$ cat config.mk
export PLATFORM = sky130hd
export DESIGN_NAME = spi_cmd_top
export DESIGN_NICKNAME = d
export VERILOG_FILES = /design/src/spi_cmd_pkg.sv /design/src/spi_cmd_master.sv /design/src/spi_bus_arbiter.sv /design/src/status_poller.sv /design/src/spi_cmd_top.sv
export VERILOG_INCLUDE_DIRS = /design/src
export SDC_FILE = /design/constraint.sdc
export NUM_CORES = 1
export LEC_CHECK = 0
export BUFFER_PORTS_ARGS = -buffer_cell sky130_fd_sc_hd__buf_2
export CAP_MARGIN = 10
export CORE_MARGIN = 1
export CORE_UTILIZATION = 55
export CTS_CLUSTER_SIZE = 30
export DETAILED_ROUTE_END_ITERATION = 10
export GPL_ROUTABILITY_DRIVEN = 0
export PLACE_DENSITY = 0.89
export SLEW_MARGIN = 15
export SYNTH_ARGS = -nofsm -noshare
export SYNTH_HDL_FRONTEND = slang
export SYNTH_SLANG_ARGS = --single-unit
$ cat constraint.sdc
create_clock -name clk -period 2.3 [get_ports clk]
set_input_delay 0.69 -clock clk [delete_from_list [all_inputs] [get_ports clk]]
set_output_delay 0.69 -clock clk [all_outputs]
set_load 0.02 [all_outputs]
$ cat src/spi_cmd_params.svh
`ifndef SPI_CMD_PARAMS_SVH
`define SPI_CMD_PARAMS_SVH

// the command frame holds a write flag, a 3-bit address and 8-bit data.
`define SPI_CMD_WIDTH 12
`define SPI_READ_WIDTH 8
`define SPI_CMD_WR_BIT 11

// the number of system clocks per sclk period must be even.
`define SPI_CLK_DIV 4

// status register read by the poller.
`define SPI_STATUS_ADDR 7

// clocks between two poll requests.
`define SPI_POLL_INTERVAL 200

`endif

$ cat src/spi_cmd_pkg.sv
package spi_cmd_pkg;

  // master FSM states.
  typedef enum logic [2:0] {
    idle      = 3'd0,
    start     = 3'd1,
    shift_out = 3'd2,
    shift_in  = 3'd3,
    finish    = 3'd4
  } spi_state_e;

  // decoded from the write flag of a command.
  typedef enum logic {
    op_read  = 1'b0,
    op_write = 1'b1
  } spi_op_e;

  // peer that issued the transaction in flight.
  typedef enum logic {
    owner_host   = 1'b0,
    owner_poller = 1'b1
  } bus_owner_e;

endpackage

$ cat src/spi_cmd_master.sv
`timescale 1ns/1ps
`include "spi_cmd_params.svh"

module spi_cmd_master (
  input  logic                       clk,
  input  logic                       rst_n,
  input  logic [`SPI_CMD_WIDTH-1:0]  cmd,
  input  logic                       cmd_vld,
  output logic                       cmd_rdy,
  output logic                       sclk,
  output logic                       cs,
  output logic                       mosi,
  input  logic                       miso,
  output logic                       read_vld,
  output logic [`SPI_READ_WIDTH-1:0] read_data
);
  import spi_cmd_pkg::*;

  localparam int DIV_W = $clog2(`SPI_CLK_DIV);
  localparam int CNT_W = $clog2(`SPI_CMD_WIDTH);
  localparam logic [DIV_W-1:0] HALF_LAST = DIV_W'(`SPI_CLK_DIV / 2 - 1);
  localparam logic [DIV_W-1:0] BIT_LAST = DIV_W'(`SPI_CLK_DIV - 1);
  localparam logic [CNT_W-1:0] OUT_LAST = CNT_W'(`SPI_CMD_WIDTH - 1);
  localparam logic [CNT_W-1:0] IN_LAST = CNT_W'(`SPI_READ_WIDTH - 1);
  // clock samples from a transfer to the rise of cs or to the read_vld pulse.
  localparam int WR_CS_LAG = (`SPI_CMD_WIDTH + 1) * `SPI_CLK_DIV - `SPI_CLK_DIV / 2 + 1;
  localparam int RD_CS_LAG =
    (`SPI_CMD_WIDTH + `SPI_READ_WIDTH + 1) * `SPI_CLK_DIV - `SPI_CLK_DIV / 2 + 1;
  localparam int RD_VLD_LAG = (`SPI_CMD_WIDTH + `SPI_READ_WIDTH + 1) * `SPI_CLK_DIV + 1;

  spi_state_e                 state;
  spi_op_e                    op;
  logic [DIV_W-1:0]           div_cnt;
  logic [CNT_W-1:0]           bit_cnt;
  logic [`SPI_CMD_WIDTH-1:0]  shift_buf;
  logic [`SPI_READ_WIDTH-1:0] rx_data;
  logic                       cmd_xfer;
  logic                       half_done;
  logic                       bit_done;

  assign cmd_xfer  = cmd_vld && cmd_rdy;
  assign half_done = (div_cnt == HALF_LAST);
  assign bit_done  = (div_cnt == BIT_LAST); // the falling sclk edge, where the next mosi bit goes out.

  always_ff @(posedge clk or negedge rst_n)
  begin
    if (!rst_n)
    begin
      state    <= idle;
      op       <= op_read;
      div_cnt  <= '0;
      bit_cnt  <= '0;
      read_vld <= 1'b0;
    end
    else
    begin
      read_vld <= 1'b0;
      case (state)
        idle:
        begin
          div_cnt <= '0;
          if (cmd_xfer)
          begin
            state <= start;
            op    <= spi_op_e'(cmd[`SPI_CMD_WR_BIT]);
          end
        end
        start:
        begin
          div_cnt <= div_cnt + 1'b1;
          if (half_done)
          begin
            state   <= shift_out;
            div_cnt <= '0;
            bit_cnt <= '0;
          end
        end
        shift_out:
        begin
          div_cnt <= bit_done ? '0 : div_cnt + 1'b1;
          if (bit_done)
          begin
            bit_cnt <= bit_cnt + 1'b1;
            if (bit_cnt == OUT_LAST)
            begin
              bit_cnt <= '0;
              state   <= (op == op_read) ? shift_in : finish;
            end
          end
        end
        shift_in:
        begin
          div_cnt <= bit_done ? '0 : div_cnt + 1'b1;
          if (bit_done)
          begin
            bit_cnt <= bit_cnt + 1'b1;
            if (bit_cnt == IN_LAST)
            begin
              bit_cnt <= '0;
              state   <= finish;
            end
          end
        end
        finish:
        begin
          div_cnt <= div_cnt + 1'b1;
          if (half_done)
          begin
            state    <= idle;
            div_cnt  <= '0;
            read_vld <= (op == op_read); // lands on the cycle cmd_rdy returns.
          end
        end
        default:
        begin
          state <= idle;
        end
      endcase
    end
  end

  always_ff @(posedge clk)
  begin
    if (cmd_xfer)
      shift_buf <= cmd;
    else if (state == shift_out && bit_done)
      shift_buf <= {shift_buf[`SPI_CMD_WIDTH-2:0], 1'b0};
    // sampled on the edge that raises sclk.
    if (state == shift_in && half_done)
      rx_data <= {rx_data[`SPI_READ_WIDTH-2:0], miso};
  end

  assign cmd_rdy   = (state == idle);
  assign cs        = !(state inside {start, shift_out, shift_in});
  assign sclk      = (state inside {shift_out, shift_in}) && (div_cnt > HALF_LAST);
  assign mosi      = (state inside {start, shift_out}) && shift_buf[`SPI_CMD_WIDTH-1];
  assign read_data = rx_data;

  // cs stays low from the transfer until the last data bit of the frame is done.
  cs_low_for_frame: assert property (@(posedge clk) disable iff (!rst_n)
    $rose(cs) |-> ($past(cmd_xfer && cmd[`SPI_CMD_WR_BIT], WR_CS_LAG) ||
                   $past(cmd_xfer && !cmd[`SPI_CMD_WR_BIT], RD_CS_LAG)));

  // a read result appears a fixed read time after a read command was taken.
  no_read_vld_after_write: assert property (@(posedge clk) disable iff (!rst_n)
    read_vld |-> $past(cmd_xfer && !cmd[`SPI_CMD_WR_BIT], RD_VLD_LAG));

endmodule

$ cat src/spi_bus_arbiter.sv
`timescale 1ns/1ps
`include "spi_cmd_params.svh"

module spi_bus_arbiter (
  input  logic                      clk,
  input  logic                      rst_n,
  input  logic [`SPI_CMD_WIDTH-1:0] host_cmd,
  input  logic                      host_cmd_vld,
  output logic                      host_cmd_rdy,
  output logic                      host_read_vld,
  input  logic [`SPI_CMD_WIDTH-1:0] poll_cmd,
  input  logic                      poll_cmd_vld,
  output logic                      poll_cmd_rdy,
  output logic                      poll_read_vld,
  output logic [`SPI_CMD_WIDTH-1:0] cmd,
  output logic                      cmd_vld,
  input  logic                      cmd_rdy,
  input  logic                      read_vld
);
  import spi_cmd_pkg::*;

  bus_owner_e owner;
  bus_owner_e grant;
  logic       xfer;

  // host always wins and the poller only gets the bus when the host is quiet.
  assign grant = host_cmd_vld ? owner_host : owner_poller;
  assign xfer  = cmd_vld && cmd_rdy;

  assign cmd     = (grant == owner_host) ? host_cmd : poll_cmd;
  assign cmd_vld = host_cmd_vld || poll_cmd_vld;

  assign host_cmd_rdy = cmd_rdy;
  assign poll_cmd_rdy = cmd_rdy && !host_cmd_vld; // poller keeps its request pending.

  always_ff @(posedge clk or negedge rst_n)
  begin
    if (!rst_n)
      owner <= owner_host;
    else if (xfer)
      owner <= grant;
  end

  // read results go back with no extra latency.
  assign host_read_vld = read_vld && (owner == owner_host);
  assign poll_read_vld = read_vld && (owner == owner_poller);

  // the host keeps its command steady until the master takes it.
  host_holds_request: assert property (@(posedge clk) disable iff (!rst_n)
    (host_cmd_vld && !host_cmd_rdy) |=> (host_cmd_vld && $stable(host_cmd)));

endmodule

$ cat src/status_poller.sv
`timescale 1ns/1ps
`include "spi_cmd_params.svh"

module status_poller (
  input  logic                       clk,
  input  logic                       rst_n,
  output logic [`SPI_CMD_WIDTH-1:0]  poll_cmd,
  output logic                       poll_cmd_vld,
  input  logic                       poll_cmd_rdy,
  input  logic                       poll_read_vld,
  input  logic [`SPI_READ_WIDTH-1:0] read_data,
  output logic [`SPI_READ_WIDTH-1:0] status_value,
  output logic                       status_fresh
);
  import spi_cmd_pkg::*;

  localparam int TMR_W = $clog2(`SPI_POLL_INTERVAL);
  localparam int ADDR_W = `SPI_CMD_WIDTH - 1 - `SPI_READ_WIDTH;
  localparam logic [TMR_W-1:0] TMR_LAST = TMR_W'(`SPI_POLL_INTERVAL - 1);
  localparam logic [`SPI_CMD_WIDTH-1:0] STATUS_CMD =
    {op_read, ADDR_W'(`SPI_STATUS_ADDR), {`SPI_READ_WIDTH{1'b0}}};

  logic [TMR_W-1:0] tmr;
  logic             tmr_due;
  logic             pending;

  assign tmr_due = (tmr == TMR_LAST);

  always_ff @(posedge clk or negedge rst_n)
  begin
    if (!rst_n)
    begin
      tmr     <= '0;
      pending <= 1'b0;
    end
    else
    begin
      tmr <= tmr_due ? '0 : tmr + 1'b1;
      if (tmr_due)
        pending <= 1'b1; // a new request beats the clear of the old one.
      else if (poll_cmd_vld && poll_cmd_rdy)
        pending <= 1'b0;
    end
  end

  assign poll_cmd     = STATUS_CMD;
  assign poll_cmd_vld = pending;

  always_ff @(posedge clk or negedge rst_n)
  begin
    if (!rst_n)
    begin
      status_value <= '0;
      status_fresh <= 1'b0;
    end
    else
    begin
      status_fresh <= poll_read_vld;
      if (poll_read_vld)
        status_value <= read_data;
    end
  end

endmodule

$ cat src/spi_cmd_top.sv
`timescale 1ns/1ps
`include "spi_cmd_params.svh"

module spi_cmd_top (
  input  logic                       clk,
  input  logic                       rst_n,
  input  logic [`SPI_CMD_WIDTH-1:0]  host_cmd,
  input  logic                       host_cmd_vld,
  output logic                       host_cmd_rdy,
  output logic                       host_read_vld,
  output logic [`SPI_READ_WIDTH-1:0] host_read_data,
  output logic [`SPI_READ_WIDTH-1:0] status_value,
  output logic                       status_fresh,
  output logic                       sclk,
  output logic                       cs,
  output logic                       mosi,
  input  logic                       miso
);

  logic [`SPI_CMD_WIDTH-1:0] poll_cmd;
  logic                      poll_cmd_vld;
  logic                      poll_cmd_rdy;
  logic                      poll_read_vld;
  logic [`SPI_CMD_WIDTH-1:0] cmd;
  logic                      cmd_vld;
  logic                      cmd_rdy;
  logic                      read_vld;

  // the read byte is shared and each peer qualifies it with its own read_vld.
  status_poller u_poller (
    .clk           (clk),
    .rst_n         (rst_n),
    .poll_cmd      (poll_cmd),
    .poll_cmd_vld  (poll_cmd_vld),
    .poll_cmd_rdy  (poll_cmd_rdy),
    .poll_read_vld (poll_read_vld),
    .read_data     (host_read_data),
    .status_value  (status_value),
    .status_fresh  (status_fresh)
  );

  spi_bus_arbiter u_arbiter (
    .clk           (clk),
    .rst_n         (rst_n),
    .host_cmd      (host_cmd),
    .host_cmd_vld  (host_cmd_vld),
    .host_cmd_rdy  (host_cmd_rdy),
    .host_read_vld (host_read_vld),
    .poll_cmd      (poll_cmd),
    .poll_cmd_vld  (poll_cmd_vld),
    .poll_cmd_rdy  (poll_cmd_rdy),
    .poll_read_vld (poll_read_vld),
    .cmd           (cmd),
    .cmd_vld       (cmd_vld),
    .cmd_rdy       (cmd_rdy),
    .read_vld      (read_vld)
  );

  spi_cmd_master u_master (
    .clk       (clk),
    .rst_n     (rst_n),
    .cmd       (cmd),
    .cmd_vld   (cmd_vld),
    .cmd_rdy   (cmd_rdy),
    .sclk      (sclk),
    .cs        (cs),
    .mosi      (mosi),
    .miso      (miso),
    .read_vld  (read_vld),
    .read_data (host_read_data)
  );

endmodule

Yosys cells after proc, flatten, opt, wreduce, memory -nomap -nowiden --
Cells that the tools add are included.
Storage, ports and cells: register bits after elaboration 50, bits in writable memories 0, output and inout port bits 22, memories 0, bits in latches 0, ROM bits 0, input port bits 16
Operators by class: shifts and indexed selects 0, bitwise logic cells 2, multiplexer cells 27, multiply operators 0, eq/ne operators 16, div/mod/pow operators 0, add/sub/neg operators 3, reduce and logical (&&, ||, !) cells 24, $lt $le $gt $ge 1
Operators by type and width (count):
- two-way mux 12 bit | 3
- two-way mux 3 bit | 8
- two-way mux 4 bit | 5
- one-hot mux 3 bit (5 select lines) | 1
- inequality test 2 x 1 -> 1 bit (second input constant) | 6
- one-hot mux 4 bit (3 select lines) | 1
- logical AND 1 bit | 9
- adder 8 x 1 -> 8 bit (second input constant) | 1
- equality test 8 bit (second input constant) | 1
- two-way mux 8 bit | 1
- nonzero test 2 bit | 4
- AND reduction 7 bit | 1
- equality test 3 x 2 -> 1 bit (second input constant) | 2
- one-hot mux 2 bit (3 select lines) | 1
- nonzero test 3 bit | 2
- two-way mux 1 bit | 5
- adder 4 x 1 -> 4 bit (second input constant) | 1
- equality test 4 x 3 -> 1 bit (second input constant) | 1
- equality test 4 bit (second input constant) | 1
- two-way mux 2 bit | 2
- AND reduction 4 bit | 1
- OR reduction 2 bit | 2
- equality test 3 x 1 -> 1 bit (second input constant) | 1
- equality test 3 bit (second input constant) | 1
- other kinds (10) | 12

Longest topological paths before layout --
word-level depth 5, gate-level depth with buffers 6, mapped depth without buffers 6

By module --
From an unflattened synthesis, not the netlist that was laid out.
Unflattened totals: cells, all modules 230, area, all modules 2568.7 um^2
Modules (own cells, without submodules):
- spi_cmd_master | cells each 140, area an instance 1468.9 um^2, seq. area each 875.8 um^2, times used 1
- status_poller | cells each 68, area an instance 837.1 um^2, seq. area each 450.4 um^2, times used 1
- spi_bus_arbiter | cells each 22, area an instance 262.8 um^2, seq. area each 25.0 um^2, times used 1

Worst setup path after synthesis --
Ideal clock, no wire load.
path kind flip-flop to flip-flop, start point reg u_master.state[0], end point reg u_master.shift_buf[0] (enable), slack 0.197 ns, library setup time 0.398 ns, cell stages (with the launch flop) 5, data arrival time 1.705 ns, cells stage by stage dfrtp_1 buf_4 buf_2 nand2b_1 o21ai_0
Between the ends: word-level cells in the longest chain between the ends 3, elaborated cells between the ends (all ways) 5
Ends and longest elaborated chain:
- start, declared | line spi_cmd_master.sv:31 | spi_state_e state;
- start signal, assigned | line spi_cmd_master.sv:49 | state <= idle;
- start signal, assigned | line spi_cmd_master.sv:64 | state <= start;
- start signal, assigned | line spi_cmd_master.sv:73 | state <= shift_out;
- equality test 3 x 2 -> 1 bit / zero test 3 bit (equally long branches) | line spi_cmd_master.sv:126, spi_cmd_master.sv:133
- logical AND 1 bit (on tied branches) | line spi_cmd_master.sv:126, spi_cmd_master.sv:41
- nonzero test 2 bit (no source line) *
- end signal, assigned | line spi_cmd_master.sv:125 | shift_buf <= cmd;
- end signal, assigned | line spi_cmd_master.sv:127 | shift_buf <= {shift_buf[`SPI_CMD_WIDTH-2:0], 1'b0};
- end, declared | line spi_cmd_master.sv:35 | logic [`SPI_CMD_WIDTH-1:0] shift_buf;
Mark *: on every way between the ends. The rest lies on a longest branch, timed or not. A chain may end at the register's enable or synchronous reset.

Worst setup path after layout --
start point reg u_master.state[1], end point out host_cmd_rdy
Between the ends: word-level cells in the longest chain between the ends 1
Ends and longest elaborated chain:
- zero test 3 bit | line spi_cmd_master.sv:133 | assign cmd_rdy = (state == idle);
- end, declared | line spi_cmd_top.sv:9 | output logic host_cmd_rdy,
Every way passes these cells.

==> results.tsv <==
stage	metric	value	unit
synthesis	mapped cell area	2280	um2
sta	final hold viol count	0	
clock_tree	post-CTS setup buffers	0	
power_and_ir_drop	leakage power	1.20	nW
detailed_routing	met2 WL post-DR	1820	um
detailed_routing	Top Metal Used	met4	
detailed_routing	wire length on met3	202	um
global_route	total grt overflow	0	
sta	Setup violations, final	0	
synthesis	Unique masters post-synth	46	
worst_setup_path	Crit Path Max Fanout	11	
detailed_routing	TritonRoute pass-1 iters	4	
clock_tree	Clk Latency, worst-skew pair	0.31	ns
sta	Slew @ Worst Pin	0.674	ns
sta	worst setup margin	0.142	ns
detailed_routing	routed wire length	3910	um
detailed_routing	1st-iter DRT viols	113	
clock_tree	CTS Buf Count	5	
worst_setup_path	critical path type	reg2out	
sta	Final Slew Violations	0	
worst_setup_path	Worst setup EP type	output port	
floorplan	FP Rows	23	
run	Max Cap Viol	0	
global_route	initial antenna violation count	0	
cells_and_area	share of cells above drive strength 1	32.7	%
synthesis	area fraction of the dominant cell type after synthesis	32.9	%
cells_and_area	storage element area	1360	um2
clock_tree	clock sinks	50	
worst_setup_path	CP max-delay cell	dfrtp_2	
sta	fin crit share	93.8	%
cells_and_area	area of the multi-input gates	865	um2
worst_setup_path	Worst EP arrival	1.47	ns
cells_and_area	Area growth syn-to-layout	15.0	%
cells_and_area	final net count	240	
placement	Port-buffer cells	37	
worst_setup_path	critical path cell sequence	buf_4 > nor3_4 > buf_2	
worst_hold_path	Hold Crit Class	in2async	
sta	Max Freq	463	MHz
detailed_routing	antenna-violating nets left	0	
synthesis	mean post-synth cell area	12.9	um2
global_route	vias in the first global route	1372	
floorplan	Die W	66.4	um
power_and_ir_drop	Worst IR Drop VDD	0.688	mV
synthesis	ys flop type	dfrtp_1	
worst_setup_path	crit start category	flop	
floorplan	CORE AREA	4000	um2
detailed_routing	via/cell ratio	5.60	
clock_tree	CTS clock-pin slew for the worst setup and hold paths	0.09	ns
worst_setup_path	Buf+Inv Stages, Crit Path	2	
clock_tree	Root Buffer Master	clkbuf_8	
worst_setup_path	cell family with most CP delay	flip-flops	
detailed_routing	Metal-1 WL	1820	um
floorplan	die height	66.4	um
sta	Final min period	2.16	ns
synthesis	register bit total from synthesis	50	
synthesis	most area-consuming cells after synthesis	dfrtp_1 33%, edfxtp_1 26%, a22o_1 4.6%	
synthesis	number of synthesized flops with an enable pin	20	
floorplan	Initial Util	57.1	%
cells_and_area	ant diodes	0	
floorplan	area of the die	4410	um2
global_route	first-pass GRT wire length	6390	um
detailed_routing	Via Count	1513	
cells_and_area	FILL cells	302	
synthesis	Syn Inst Count	177	
placement	worst slack, placed	0.407	ns
clock_tree	Bufs on Longest Clock Path	2	
global_route	Total Routing Usage GR	20.0	%
sta	Rel. slew slack	55.1	%
synthesis	Syn Nets	198	
power_and_ir_drop	PD cells	1150	nW/um2
worst_setup_path	CP Data Required Time	1.61	ns
synthesis	largest area contributor in the netlist	dfrtp_1	
clock_tree	TritonCTS clock tree	built	
power_and_ir_drop	Pwr Total	3.01	mW
run_status	status	complete, no violations	
clock_tree	htree depth	2	
sta	unrepaired setup endpoints after global routing	false	
sta	setup TNS	0	ns
worst_setup_path	CP peak stage delay	0.50	ns
synthesis	Post-synth ARST share	60.0	%
sta	Worst Skew	0.00774	ns
synthesis	YS warnings	0	
synthesis	sequential share of the synthesized area	59.2	%
global_route	largest net degree at the start of global routing	31	
floorplan	num ports	38	
clock_tree	hold_buf cts	0	
detailed_routing	DRC	0	
detailed_routing	Avg WL per Cell	14.5	um
placement	hpwl dp	2760	um
==> synth_stat cells (4+ instances only) <==
master	n
a22o_1	12
dfrtp_1	30
edfxtp_1	20
ha_1	5
inv_1	4
mux2_2	9
nand2_1	12
nor2_1	14
nor2b_1	4
nor3_1	4
o21ai_0	7
xor2_1	4
==> state kept, by name (all words and copies together), names as in the netlist <==
register               count
u_arbiter.owner            1
u_master.bit_cnt           4
u_master.div_cnt           2
u_master.op                1
u_master.read_data         8
u_master.read_vld          1
u_master.shift_buf        12
u_master.state             3
u_poller.poll_cmd_vld      1
u_poller.status_fresh      1
u_poller.status_value      8
u_poller.tmr               8
==> cell usage in the layout, fill, tap and decap left out, drive strengths merged, types with 5 or more instances in the layout <==
cell    netlist  layout
ha            5       5
buf           6      42
clkbuf        1       7
nor2         15      15
nand2        13      13
mux2         11      11
o21ai        10      10
edfxtp       20      20
a22o         12      12
dfrtp        30      30
nor3          5       5
==> cell type report <==
cell class | count | share of cell area (%)
Clock inverter | 1 | 0.286
Multi-Input combinational cell | 116 | 32.9
Timing Repair Buffer | 42 | 8.48
Tap cell | 50 | 2.38
Sequential cell | 50 | 51.6
Clock buffer | 7 | 3.72
Inverter | 4 | 0.572
==> metal layers <==
metal  track usage, %  vias to the layer above
li1                 -                      733
met2             30.9                       45
met4             8.24                        0
met1             26.9                      730
met3             5.17                        5
met5                0                        -
==> metrics by stage <==
step | cell area, um2 | hold slack [ns] | util (%) | instances
final | 2630 | 0.414 | 65.6 | 270
after global routing | 2630 | 0.453 | 65.6 | 270
after CTS | 2620 | 0.430 | 65.5 | 270
after detailed placement | 2520 | 0.459 | 62.9 | 262
after global placement | 2520 | 0.450 | 62.9 | 262
after floorplan | 2280 | 0.394 | - | 177
==> path summary, 6_finish.rpt <==
path	start	end	slack, ns	cells past startpoint
worst max-delay path	u_master.state[1]	host_cmd_rdy	0.14	3
worst min-delay path	rst_n	u_arbiter.owner	0.41	1
worst max register to register	u_master.bit_cnt[0]	u_master.state[0]	0.52	5
worst min register to register	u_poller.tmr[0]	u_poller.tmr[0]	0.47	1
max in group asynchronous	rst_n	u_master.state[1]	1.42	1
min in group clk	u_poller.tmr[0]	u_poller.tmr[0]	0.47	1
==> what timing repair did <==
item / in CTS / in global routing
endpoints found under the hold margin: 0 / 0
resized for setup: 0 / 3
setup endpoints to repair: 0 / 3
==> logic make-up after synthesis <==
logic type      after synthesis  synth area share (%)
fa+ha+maj                     5                  2.74
flops                        50                  59.2
simple gates                 57                  14.2
buf+inv                      11                  2.91
xor+xnor                      7                  2.69
mux                          11                  5.76
compound gates               36                  12.5
==> power breakdown <==
group	switching, mW	leakage, nW	internal, mW
clock network	0.288	0.0496	0.281
registers	0.212	0.566	1.18
logic	0.570	0.585	0.483
No activity file was read; power rests on OpenSTA's default activity.
